**src/ex_consts.svh**
```systemverilog
`ifndef EX_CONSTS_SVH
`define EX_CONSTS_SVH

// Data path and PC width
`define XLEN 32

// Register file address width
`define REG_AW 5

// Internal data memory geometry
`define DMEM_WORDS 256
`define DMEM_AW 8

`endif

```
**src/ex_pkg.sv**
```systemverilog
`include "ex_consts.svh"

package ex_pkg;

    typedef enum logic [3:0] {
        ALU_ADD,
        ALU_SUB,
        ALU_AND,
        ALU_OR,
        ALU_XOR,
        ALU_SLL,
        ALU_SRL,
        ALU_SRA,
        ALU_SLT,
        ALU_SLTU,
        ALU_PASS2              // Operand two straight through
    } alu_op_e;

    typedef enum logic [2:0] {
        MEM_B,
        MEM_H,
        MEM_W,
        MEM_BU,
        MEM_HU
    } mem_type_e;

    typedef enum logic [2:0] {
        WB_ALU,
        WB_LOAD,
        WB_MUL_LO,
        WB_MUL_HI,
        WB_CNT_LO,
        WB_CNT_HI
    } wb_sel_e;

    typedef struct packed {
        logic [`XLEN-1:0] hi;
        logic [`XLEN-1:0] lo;
    } result64_s;

    // Product and counter are both read as one word or as two halves
    typedef union packed {
        logic [2*`XLEN-1:0] full;
        result64_s          half;
    } result64_u;

endpackage

```
**src/stage_regs.sv**
```systemverilog
`timescale 1ns/10ps
`include "ex_consts.svh"

module stage_regs (
    input  logic               clk,
    input  logic               reset,
    input  logic               ex_valid_a,
    input  logic               ex_valid_b,
    input  logic [`XLEN-1:0]   ex_pc_a,
    input  logic [`XLEN-1:0]   ex_pc_b,
    input  logic               ex_rf_we_a,
    input  logic               ex_rf_we_b,
    input  logic [`REG_AW-1:0] ex_waddr_a,
    input  logic [`REG_AW-1:0] ex_waddr_b,
    input  logic [`XLEN-1:0]   ex_alu_a,
    input  logic [`XLEN-1:0]   ex_alu_b,
    input  ex_pkg::wb_sel_e    ex_sel_b,
    input  logic [`XLEN-1:0]   mem_rdata,
    input  ex_pkg::result64_u  mem_product,
    output logic               mem_we_a,
    output logic               mem_we_b,
    output logic [`REG_AW-1:0] mem_waddr_a,
    output logic [`REG_AW-1:0] mem_waddr_b,
    output logic [`XLEN-1:0]   mem_alu_a,
    output logic [`XLEN-1:0]   mem_alu_b,
    output ex_pkg::wb_sel_e    mem_sel_b,
    output logic               wb_we_a,
    output logic               wb_we_b,
    output logic [`REG_AW-1:0] wb_waddr_a,
    output logic [`REG_AW-1:0] wb_waddr_b,
    output logic [`XLEN-1:0]   wb_wdata_a,
    output logic [`XLEN-1:0]   wb_wdata_b,
    output logic [`XLEN-1:0]   wb_pc_a,
    output logic [`XLEN-1:0]   wb_pc_b
);
    import ex_pkg::*;

    result64_u        counter;          // Stable counter, free running
    result64_u        mem_cnt;
    logic [`XLEN-1:0] mem_pc_a;
    logic [`XLEN-1:0] mem_pc_b;
    logic [`XLEN-1:0] mem_wdata_b;

    always_ff @(posedge clk) begin
        if (reset) begin
            counter.full <= '0;
        end else begin
            counter.full <= counter.full + 1'b1;
        end
    end

    // EX to MEM
    always_ff @(posedge clk) begin
        if (reset) begin
            mem_we_a <= 1'b0;
            mem_we_b <= 1'b0;
        end else begin
            mem_we_a <= ex_valid_a & ex_rf_we_a;
            mem_we_b <= ex_valid_b & ex_rf_we_b;
        end
    end

    always_ff @(posedge clk) begin
        mem_waddr_a <= ex_waddr_a;
        mem_waddr_b <= ex_waddr_b;
        mem_alu_a   <= ex_alu_a;
        mem_alu_b   <= ex_alu_b;
        mem_sel_b   <= ex_sel_b;
        mem_pc_a    <= ex_pc_a;
        mem_pc_b    <= ex_pc_b;
        mem_cnt     <= counter;        // Value seen in the EX cycle
    end

    // Lane B result source
    always_comb begin
        case (mem_sel_b)
            WB_LOAD:   mem_wdata_b = mem_rdata;
            WB_MUL_LO: mem_wdata_b = mem_product.half.lo;
            WB_MUL_HI: mem_wdata_b = mem_product.half.hi;
            WB_CNT_LO: mem_wdata_b = mem_cnt.half.lo;
            WB_CNT_HI: mem_wdata_b = mem_cnt.half.hi;
            default:   mem_wdata_b = mem_alu_b;
        endcase
    end

    // MEM to WB
    always_ff @(posedge clk) begin
        if (reset) begin
            wb_we_a <= 1'b0;
            wb_we_b <= 1'b0;
        end else begin
            wb_we_a <= mem_we_a;
            wb_we_b <= mem_we_b;
        end
    end

    always_ff @(posedge clk) begin
        wb_waddr_a <= mem_waddr_a;
        wb_waddr_b <= mem_waddr_b;
        wb_wdata_a <= mem_alu_a;
        wb_wdata_b <= mem_wdata_b;
        wb_pc_a    <= mem_pc_a;
        wb_pc_b    <= mem_pc_b;
    end

endmodule

```
**config.mk**
```make
export PLATFORM = sky130hd
export DESIGN_NAME = stage_regs
export DESIGN_NICKNAME = d
export VERILOG_FILES = /design/src/ex_pkg.sv /design/src/stage_regs.sv
export VERILOG_INCLUDE_DIRS = /design/src /design/src/src
export SDC_FILE = /design/constraint.sdc
export NUM_CORES = 1
export LEC_CHECK = 0
export BUFFER_PORTS_ARGS = -buffer_cell sky130_fd_sc_hd__clkbuf_2
export CELL_PAD_IN_SITES_DETAIL_PLACEMENT = 0
export CELL_PAD_IN_SITES_GLOBAL_PLACEMENT = 1
export CORE_UTILIZATION = 33
export DETAILED_ROUTE_END_ITERATION = 7
export PLACE_DENSITY_LB_ADDON = 0.1
export SYNTH_ARGS = -nofsm -noshare
export SYNTH_HDL_FRONTEND = slang
export SYNTH_SLANG_ARGS = --single-unit
```
**constraint.sdc**
```tcl
create_clock -name clk -period 2 [get_ports clk]
set_input_delay 0.3 -clock clk [delete_from_list [all_inputs] [get_ports clk]]
set_output_delay 0.3 -clock clk [all_outputs]
set_load 0.05 [all_outputs]
```
======== Yosys cells after proc, flatten, opt, wreduce, memory -nomap -nowiden ========
Index checks and enable logic that the tools add are counted.
storage, ports and cells
  register bits after elaboration ......... 411
  output and inout port bits .............. 219
cells by class
  add/sub/neg operators ................... 1
  eq/ne operators ......................... 5
  multiplexer cells ....................... 1
  bitwise logic cells ..................... 2
operators by type and width
  operator                                              count
  one-hot mux 32 bit (5 select lines)                   1
  adder 64 x 1 -> 64 bit (second input constant)        1
  equality test 3 x 2 -> 1 bit (second input constant)  2
  equality test 3 bit (second input constant)           2
  equality test 3 x 1 -> 1 bit (second input constant)  1
  AND 1 bit                                             2

======== Longest topological paths before layout ========
Gate-level depths: netlist of the first run.
  depth in word-level cells ............... 2
  mapped depth ............................ 7
  depth with buffers taken out ............ 6

======== Worst setup path after synthesis of the first run ========
OpenSTA, ideal clock, no wires.
  kind .................................... register to register
  start ................................... register mem_sel_b[0]
  end ..................................... register wb_wdata_b[0]
  arrival time ............................ 2.034 ns
  slack ................................... -0.156 ns
  stages on the path, launching flop included .. 8
  cell sequence ........................... dfxtp_1 clkbuf_1 buf_2 buf_2 buf_1 a21oi_1 o22ai_1 a21oi_1
on the way
  cells in the longest elaborated chain, start to end .. 2
  elaborated cells on any way between the ends .. 6
ends and longest elaborated chain
  element                                      RTL line           RTL
  start: declaration                           stage_regs.sv:26   output ex_pkg::wb_sel_e mem_sel_b,
  start signal: assignment                     stage_regs.sv:68   mem_sel_b <= ex_sel_b;
  equality test 3 bit (tied with other cells)  stage_regs.sv:76   case (mem_sel_b)
  one-hot mux 32 bit (5 select lines) (*)      stage_regs.sv:76
  named net mem_wdata_b[0]                     stage_regs.sv:42   logic [`XLEN-1:0] mem_wdata_b;
  end signal: assignment                       stage_regs.sv:101  wb_wdata_b <= mem_wdata_b;
  end: declaration                             stage_regs.sv:32   output logic [`XLEN-1:0] wb_wdata_b,
Mark *: on every way through the listed nets, which the timed path passes. The rest lies on a longest branch.
A chain may end at the register's enable or synchronous reset.

======== Final worst setup path of the first run ========
  start ................................... register counter[0] in the netlist's numbering
  end ..................................... register counter[48] in the netlist's numbering
on the way
  cells in the longest elaborated chain, start to end .. 1
ends and longest elaborated chain
  element                 RTL line          RTL
  start: declaration      stage_regs.sv:38  result64_u counter;
  adder 64 x 1 -> 64 bit  stage_regs.sv:48  counter.full <= counter.full + 1'b1;
Every way passes these cells.

==> results of run 1 <==
[through the flow]
step	worst slack [ns]	hold WS (ns)	instance area (µm²)	total power [mW]	util, %
after global routing	-0.1259	0.01186	18310	19.52	52.62
after floorplan	0.009906	0.3096	11740	10.09	-
final	-0.006537	0.02392	18310	18.84	52.62
after CTS	0.002014	0.001113	18080	19.06	51.95
after global placement	-0.01471	0.3095	15130	10.75	43.48
after detailed placement	0.004025	0.3121	15130	10.76	43.48
[cell usage in the layout, fill, tap and decap left out, types with 16 or more instances in the layout]
cell and instances:
a21oi_1 109, buf_4 90, clkbuf_16 44, clkbuf_2 461, dfxtp_1 405, dlygate4sd3_1 149
inv_1 33, mux2_2 23, nand2_1 43, nand3_1 23, nand4_1 22, nor2_1 64
o21ai_0 52, o22ai_1 23, xor2_1 16
[metal layers]
layer / global-route usage [%] / up-vias / part of all wire (%) / routed length, µm
li1: - / 4965 / - / -
met1: 22.94 / 4532 / 43 / 15210
met2: 32.56 / 342 / 49 / 17610
met3: 4.398 / 50 / 6.6 / 2371
met4: 4.492 / 0 / 1.5 / 543
met5: 0 / - / 0 / 0
[registers in the layout, indices dropped and copies added (netlist names)]
name,flops
counter,64
mem_alu_a,32
mem_alu_b,32
mem_cnt,64
mem_pc_a,32
mem_pc_b,32
mem_sel_b,3
mem_waddr_a,5
mem_waddr_b,5
mem_we_a,1
mem_we_b,1
wb_pc_a,32
wb_pc_b,32
wb_waddr_a,5
wb_waddr_b,5
wb_wdata_a,32
wb_wdata_b,32
wb_we_a,1
wb_we_b,1
[where the power goes]
part	internal, mW	leakage (nW)	switching, mW	total [mW]
sequential	8.54	3.42	0.128	8.67
clock	4.83	0.708	3.19	8.02
combinational	0.698	4.03	1.45	2.15
[Yosys cell counts, types with 3 or more instances]
cell type  count  area (µm²)
o21a_1        13       97.59
inv_1         33       123.9
nor4_1         4       25.02
or3_1         19       118.9
buf_2          5       25.02
o22ai_1       23       143.9
mux2i_1       15       150.1
a21oi_1      113       565.5
o31ai_1       10       75.07
nand2_1       43       161.4
nor2_1        65       244.0
o21ai_0       52       260.3
dfxtp_1      411        8228
nor3_1         9       45.04
o22a_1         3       26.28
a22oi_1        9       67.56
mux2_2        23       259.0
nand3_1       24       120.1
buf_1          3       11.26
or4_1         11       82.58
nor2b_1        5       31.28
nand4_1       22       137.6
o41ai_1        3       26.28
and3_1         5       31.28
clkbuf_1      33       123.9
xnor2_1       14       122.6
xor2_1        16       140.1
nand2b_1       6       37.54
[worst max-delay path: stages, from the launching register on]
cell and delay [ns]:
dfxtp_4 0.37, ha_4 0.13, nand4_1 0.17, nor4_4 0.35, buf_4 0.20, nand4_1 0.13
buf_6 0.17, or3_4 0.32, a21oi_2 0.12
[final timing paths]
| check | from | end | slack, ns | depth (start not counted) |
|---|---|---|---|---|
| worst min register to register | mem_pc_a[3]$_DFF_P_ | wb_pc_a[3]$_DFF_P_ | 0.32 | 0 |
| worst min-delay path | mem_product[60] | wb_wdata_b[28]$_DFF_P_ | 0.02 | 3 |
| worst max register to register | counter[0]$_SDFF_PP0_ | counter[48]$_SDFF_PP0_ | -0.007 | 8 |
| worst max-delay path | counter[0]$_SDFF_PP0_ | counter[48]$_SDFF_PP0_ | -0.007 | 8 |
[cell type report]
class	count	area, µm²
fill	3107	16490
timing repair buffer	706	4568
inverter	33	123.9
clock inverter	14	171.4
tap	455	569.3
sequential	411	8238
multi-input combinational	532	3361
clock buffer	62	1279
[repair_timing]
item / 4_1_cts / 5_1_grt
hold buffers: 149 / 0
hold endpoints to repair: 147 / 0
endpoints found under the setup margin: 1 / 30
cloned: 0 / 0
setup buffers: 1 / 11
pin swaps: 1 / 20
gates resized for setup: 0 / 32
[logic make-up (layout without fill, tap and decap cells)]
logic type,after synthesis,in the layout
flip-flops,411,411
AO/OA/AOI/OAI,232,232
AND/OR/NAND/NOR,231,231
buffers and inverters,74,815
multiplexers,38,38
XOR/XNOR,30,30
adder cells (fa/ha/maj),1,1
==> metrics.csv, run 1 <==
stage,metric,value,unit
run_status,outcome,"finished, violations left",
run_status,violations,negative setup slack,
route,first_iter_violations,406,
layout,final_nets,1971,
floorplan,core_area,0.03480,mm²
route,drc,0,
worst_setup_path,path_max_fanout,6,
layout,fin_cells,2213,
sta,tns,-0.01171,ns
floorplan,num_rows,68,
sta,finalSetupViolations,2,
sta,relSlewSlack,31.82,%
global_routing,grt_max_degree,69,
yosys,ys_async_sr_fraction,0,%
floorplan,io_pins,462,
yosys,synth_top_family_by_area,compound AO/OA/AOI/OAI gates,
global_routing,grt_pass1_vias,9594,
cts,clk_latency,0.55,ns
sta,postLayoutSetupSlackWorst,-0.006537,ns
sta,timing.fmax,0.4984,GHz
placed_design,dp_hpwl,25990,µm
route,ant_nets,0,
yosys,syn_avg_cell_area,11.54,µm²
cts,clock_path_buffers,3,
sta,period_share,100.3,%
route,wl_per_cell,16.15,µm
yosys,synth_edf_count,0,
pwr,p_leak,8.156,nW
sta,report.final.slew_viol_count,0,
pwr,ir_drop,0.0007422,V
route,drt_pass1_iterations,4,
yosys,netlist_area,0.01174,mm²
sta,fin_crit,2.007,ns
sta,finClkSkew,0.02239,ns
layout,drive_above_1_share,38.79,%
worst_setup_path,cp.required,2.48,ns
floorplan,die-area,0.03633,mm²
job,drv_cap,0,
cts,root_buffer,clkbuf_16,
yosys,synthXorXnorAreaFrac,2.238,%
yosys,synth_seq_cells,411,
cts,cts_tree,yes,
yosys,synth_compound_area_share,11.22,%
worst_setup_path,worstSetupStartpointType,flip-flop,
floorplan,die_height,190.6,µm
layout,diodes,0,
yosys,synthAdderAreaFrac,0.1066,%
layout,area_growth,55.98,%
cts,cts.sinks,411,
yosys,yosysWarningCount,0,
yosys,ys_seq_area_share,70.09,%
floorplan,start_util,33.73,%
min_path,hold_class,in2reg,
yosys,syn_nets,1261,
pwr,power.density,1029,mW/mm²
yosys,muxShareOfSynthArea,3.485,%
cts,numCtsBuffers,43,
yosys,synthFlopType,dfxtp_1,
route,vias,9889,
placed_design,port_buffers,461,
worst_setup_path,cp_data_arrival_time,2.48,ns
sta,hold_violations,0,
sta,rsz0062_at_grt,true,
cts,htree_levels,2,
global_routing,grt_usage,18.62,%
yosys,ys_types,47,
yosys,synth_simple_gate_area_share,10.43,%
floorplan,die_w,190.6,µm
global_routing,grt_overflow,0,
global_routing,antenna_found_initial,0,
placed_design,dp.cells,1976,
global_routing,grt_pass1_wl,52410,µm
cts,clkTransAtPathRegs,0.06,ns
route,wirelength,35740,µm
worst_setup_path,endpoint_kind,flip-flop,
route,via_per_inst,4.469,
yosys,netlist_instances,1017,
placed_design,gp_congestion,0.7943,
sta,worstMarginPinSlew,1.017,ns
worst_setup_path,path_class,reg2reg,
Note: power is estimated with default switching activity, not from simulation.
==> run 2: changes to the inputs <==
ABC_AREA = 1   (was unset)
CORE_UTILIZATION = 32   (was 33)
==> run 2 against run 1 <==
Against the previous run:
- the run now ends clean
- clock power is 2% higher
- non-clock buffer count is 6 higher
- cell area is 3.0% higher
- highest routed layer unchanged
- critical path depth is 1 higher
- largest power group unchanged
- synthesized cell count is 24% higher
==> metrics.csv, run 2 <==
stage,metric,value,unit,change
run_status,outcome,"finished, final reports clean",,
route,ant_nets,0,,unchanged
worst_setup_path,reg2reg_depth,9,,+1
min_path,hold_path_end,wb_wdata_b[30]$_DFF_P_,,
cts,cts_setup_buffers,0,,-1
layout,fin_cells,2535,,+15%
yosys,ys_seq_area_share,68.24,%,-1.9 points
yosys,synthTopCellsByArea,"dfxtp_1 (68%), nand2_1 (8.1%), inv_1 (5.3%), nor2_1 (5.3%), nand4_1 (2.1%)",,
layout,reg.largest.list,"counter x64, mem_cnt x64",,
yosys,ys_types,27,,-43%
worst_setup_path,cp.required,2.46,ns,-0.02 ns
worst_setup_path,cp.buffers_inverters,0,,-2
sta,timing.fmax,0.5626,GHz,+13%
layout,final_cell_mix,"clkbuf_2 (461), dfxtp_1 (411), nand2_1 (261)",,
cts,numCtsBuffers,44,,+2.3%
route,vias,10910,,+10%
yosys,netlist_area,0.01206,mm²,+2.7%
layout,drive_above_1_share,28.99,%,-9.8 points
layout,final_nets,2241,,+14%
yosys,synthFlopType,dfxtp_1,,
cts,clkTransAtPathRegs,0.06,ns,about the same
yosys,synth_commonest_cells,"dfxtp_1 (411), nand2_1 (261), inv_1 (170)",,
pwr,power.density,1012,mW/mm²,-1.6%
floorplan,num_rows,70,,+2.9%
worst_setup_path,path_cells,nand2_1 > nor2_1 > nand2_1 > nor2_1 > nand2_1 > nor2_1 > nand2_1 > nand2_1 > nor2_1,,
worst_setup_path,cp_data_arrival_time,2.24,ns,-0.24 ns
floorplan,die-area,0.03846,mm²,+5.9%
yosys,synth_seq_cells,411,,unchanged
layout,area_growth,56.38,%,
yosys,syn_nets,1508,,+20%
global_routing,antenna_found_initial,3,,+3
worst_setup_path,r2r-end,counter[40]$_SDFF_PP0_,,
min_path,hold_class,in2reg,,
sta,worstMarginPinSlew,0.7170,ns,-0.2997 ns
sta,tns,0,ns,+0.01171 ns
pwr,p_leak,8.432,nW,+3.4%
floorplan,core_area,0.03687,mm²,+6.0%
pwr,total_power,19.09,mW,+1.3%
placed_design,gp_congestion,0.9264,,+17%
worst_setup_path,slowest_delay,0.52,ns,+0.15 ns
sta,relSlewSlack,52.15,%,+20 points
global_routing,grt_usage,24.14,%,+5.5 points
route,wirelength,47840,µm,+34%
sta,period_share,88.87,%,-11 points
placed_design,dpl-instance-area,0.01513,mm²,about the same
min_path,hold_start,mem_product[30],,
job,drv_cap,0,,unchanged
worst_setup_path,path_class,reg2reg,,
cts,post_cts_resized,0,,unchanged
sta,hold_violations,0,,unchanged
yosys,netlist_instances,1264,,+24%
floorplan,start_util,32.70,%,-1.0 points
route,drt_pass1_iterations,5,,+1
placed_design,port_buffers,461,,unchanged
layout,fin_area,0.01886,mm²,+3.0%
yosys,yosysTopAreaCellShare,68.24,%,-1.9 points
worst_setup_path,endpoint_kind,flip-flop,,
worst_setup_path,r2r_setup_slack,0.22,ns,+0.23 ns
worst_setup_path,cp_top_family,simple AND/OR/NAND/NOR gates,,
route,via_per_inst,4.302,,-3.7%
global_routing,grt_pass1_vias,10660,,+11%
route,drc,0,,unchanged
yosys,yosysMostFrequentCell,dfxtp_1,,
worst_setup_path,worstSetupStartpointType,flip-flop,,
cts,clk_latency,0.56,ns,about the same
cts,cts_tree,yes,,
cts,root_buffer,clkbuf_16,,
sta,fin_crit,1.777,ns,-0.2290 ns
yosys,syn_avg_cell_area,9.539,µm²,-17%
yosys,ys_async_sr_fraction,0,%,unchanged
pwr,ir_drop,0.0007145,V,-3.7%
cts,htree_levels,2,,unchanged
worst_setup_path,path_max_fanout,5,,-1
global_routing,grt_max_degree,43,,-38%
cts,cts_hold_buf,226,,+52%
min_path,whs_path_depth,5,,+2
floorplan,die_height,196.1,µm,+2.9%
route,wl_per_cell,18.87,µm,+17%
yosys,synth_edf_count,0,,unchanged
yosys,yosysWarningCount,0,,unchanged
placed_design,dp_hpwl,36450,µm,+40%
floorplan,die_w,196.1,µm,+2.9%
sta,rsz0062_at_grt,false,,
yosys,yosysTopAreaCell,dfxtp_1,,
sta,finClkSkew,0.009195,ns,-0.01319 ns
worst_setup_path,cp_slowest_cell,dfxtp_1,,
route,first_iter_violations,595,,+47%
layout,final_common_cell,clkbuf_2,,
placed_design,dp.cells,2229,,+13%
worst_setup_path,r2r_start,counter[17]$_SDFF_PP0_,,
global_routing,grt_overflow,0,,unchanged
cts,clock_path_buffers,3,,unchanged
cts,cts.sinks,411,,unchanged
worst_setup_path,critPathMostFrequentCell,nand2_1,,
global_routing,grt_pass1_wl,67930,µm,+30%
floorplan,io_pins,462,,unchanged
sta,report.final.slew_viol_count,0,,unchanged
sta,finalSetupViolations,0,,-2
[run 2: changes by cell type in the layout (fill, tap and decap cells not counted), sizes merged, moves of 71 or more]
cell         delta
nand2         +227
a21oi          -91
buf            -71
inv           +140
nor2          +121
dlygate4sd3    +77
[run 2: metrics by stage]
stage	utilization [%]	worst slack, ns	hold slack (ns)
after floorplan	-	0.3859	0.3096
after global placement	41.04	0.2205	0.3097
after detailed placement	41.04	0.2129	0.3121
after CTS	51.10	0.1982	0.004169
after global routing	51.12	0.02527	0.03418
final	51.14	0.2225	0.04747
[run 2: logic make-up (layout without fill, tap and decap cells)]
logic type / count (synthesis) / after routing / synth area share [%]
buf+inv: 199 / 960 / 6.195
flops: 411 / 411 / 68.24
compound gates: 108 / 108 / 5.603
fa+ha+maj: 1 / 1 / 0.1038
other cells: 0 / 6 / 0
simple gates: 533 / 533 / 18.99
xor+xnor: 12 / 12 / 0.8716
[run 2: worst max path at each step]
stage                                 from                     end  slack, ns  cells after the start
floorplan             mem_sel_b[1]$_DFF_P_  wb_wdata_b[21]$_DFF_P_       0.39                      6
global placement    counter[17]$_SDFF_PP0_  counter[40]$_SDFF_PP0_       0.22                      9
detailed placement  counter[17]$_SDFF_PP0_  counter[40]$_SDFF_PP0_       0.21                      9
CTS                 counter[17]$_SDFF_PP0_  counter[40]$_SDFF_PP0_       0.20                      9
global route        counter[17]$_SDFF_PP0_  counter[40]$_SDFF_PP0_       0.03                      8
finish              counter[17]$_SDFF_PP0_  counter[40]$_SDFF_PP0_       0.22                      9
[run 2: routing by layer]
metal  global-route usage (%)  vias to the layer above  share of wire, %
met5                        0                        -                 0
met4                    9.751                        0               3.5
met3                    5.054                       82               6.2
met2                    37.79                      412                45
met1                    32.41                     4987                46
li1                         -                     5424                 -
[run 2: report_power, final]
part | total, mW | internal (mW) | switching, mW
Clock | 8.17 | 4.86 | 3.31
Sequential | 8.72 | 8.54 | 0.177
Combinational | 2.19 | 0.715 | 1.48
Total | 19.1 | 14.1 | 4.97
[run 2: layout make-up]
class	count	area, µm²
fill	3436	18020
timing repair buffer	712	4795
inverter	174	653.1
tap	504	630.6
antenna	6	15.01
clock buffer	61	1287
clock inverter	13	158.9
multi-input combinational	654	3088
sequential	411	8228
[run 2: worst reg2reg max path: stages (launching register included)]
cell and delay [ns]:
dfxtp_1 0.52, nand2_1 0.14, nor2_1 0.27, nand2_1 0.13, nor2_1 0.22, nand2_1 0.14, nor2_1 0.11, nand2_1 0.05
nand2_1 0.06, nor2_1 0.04
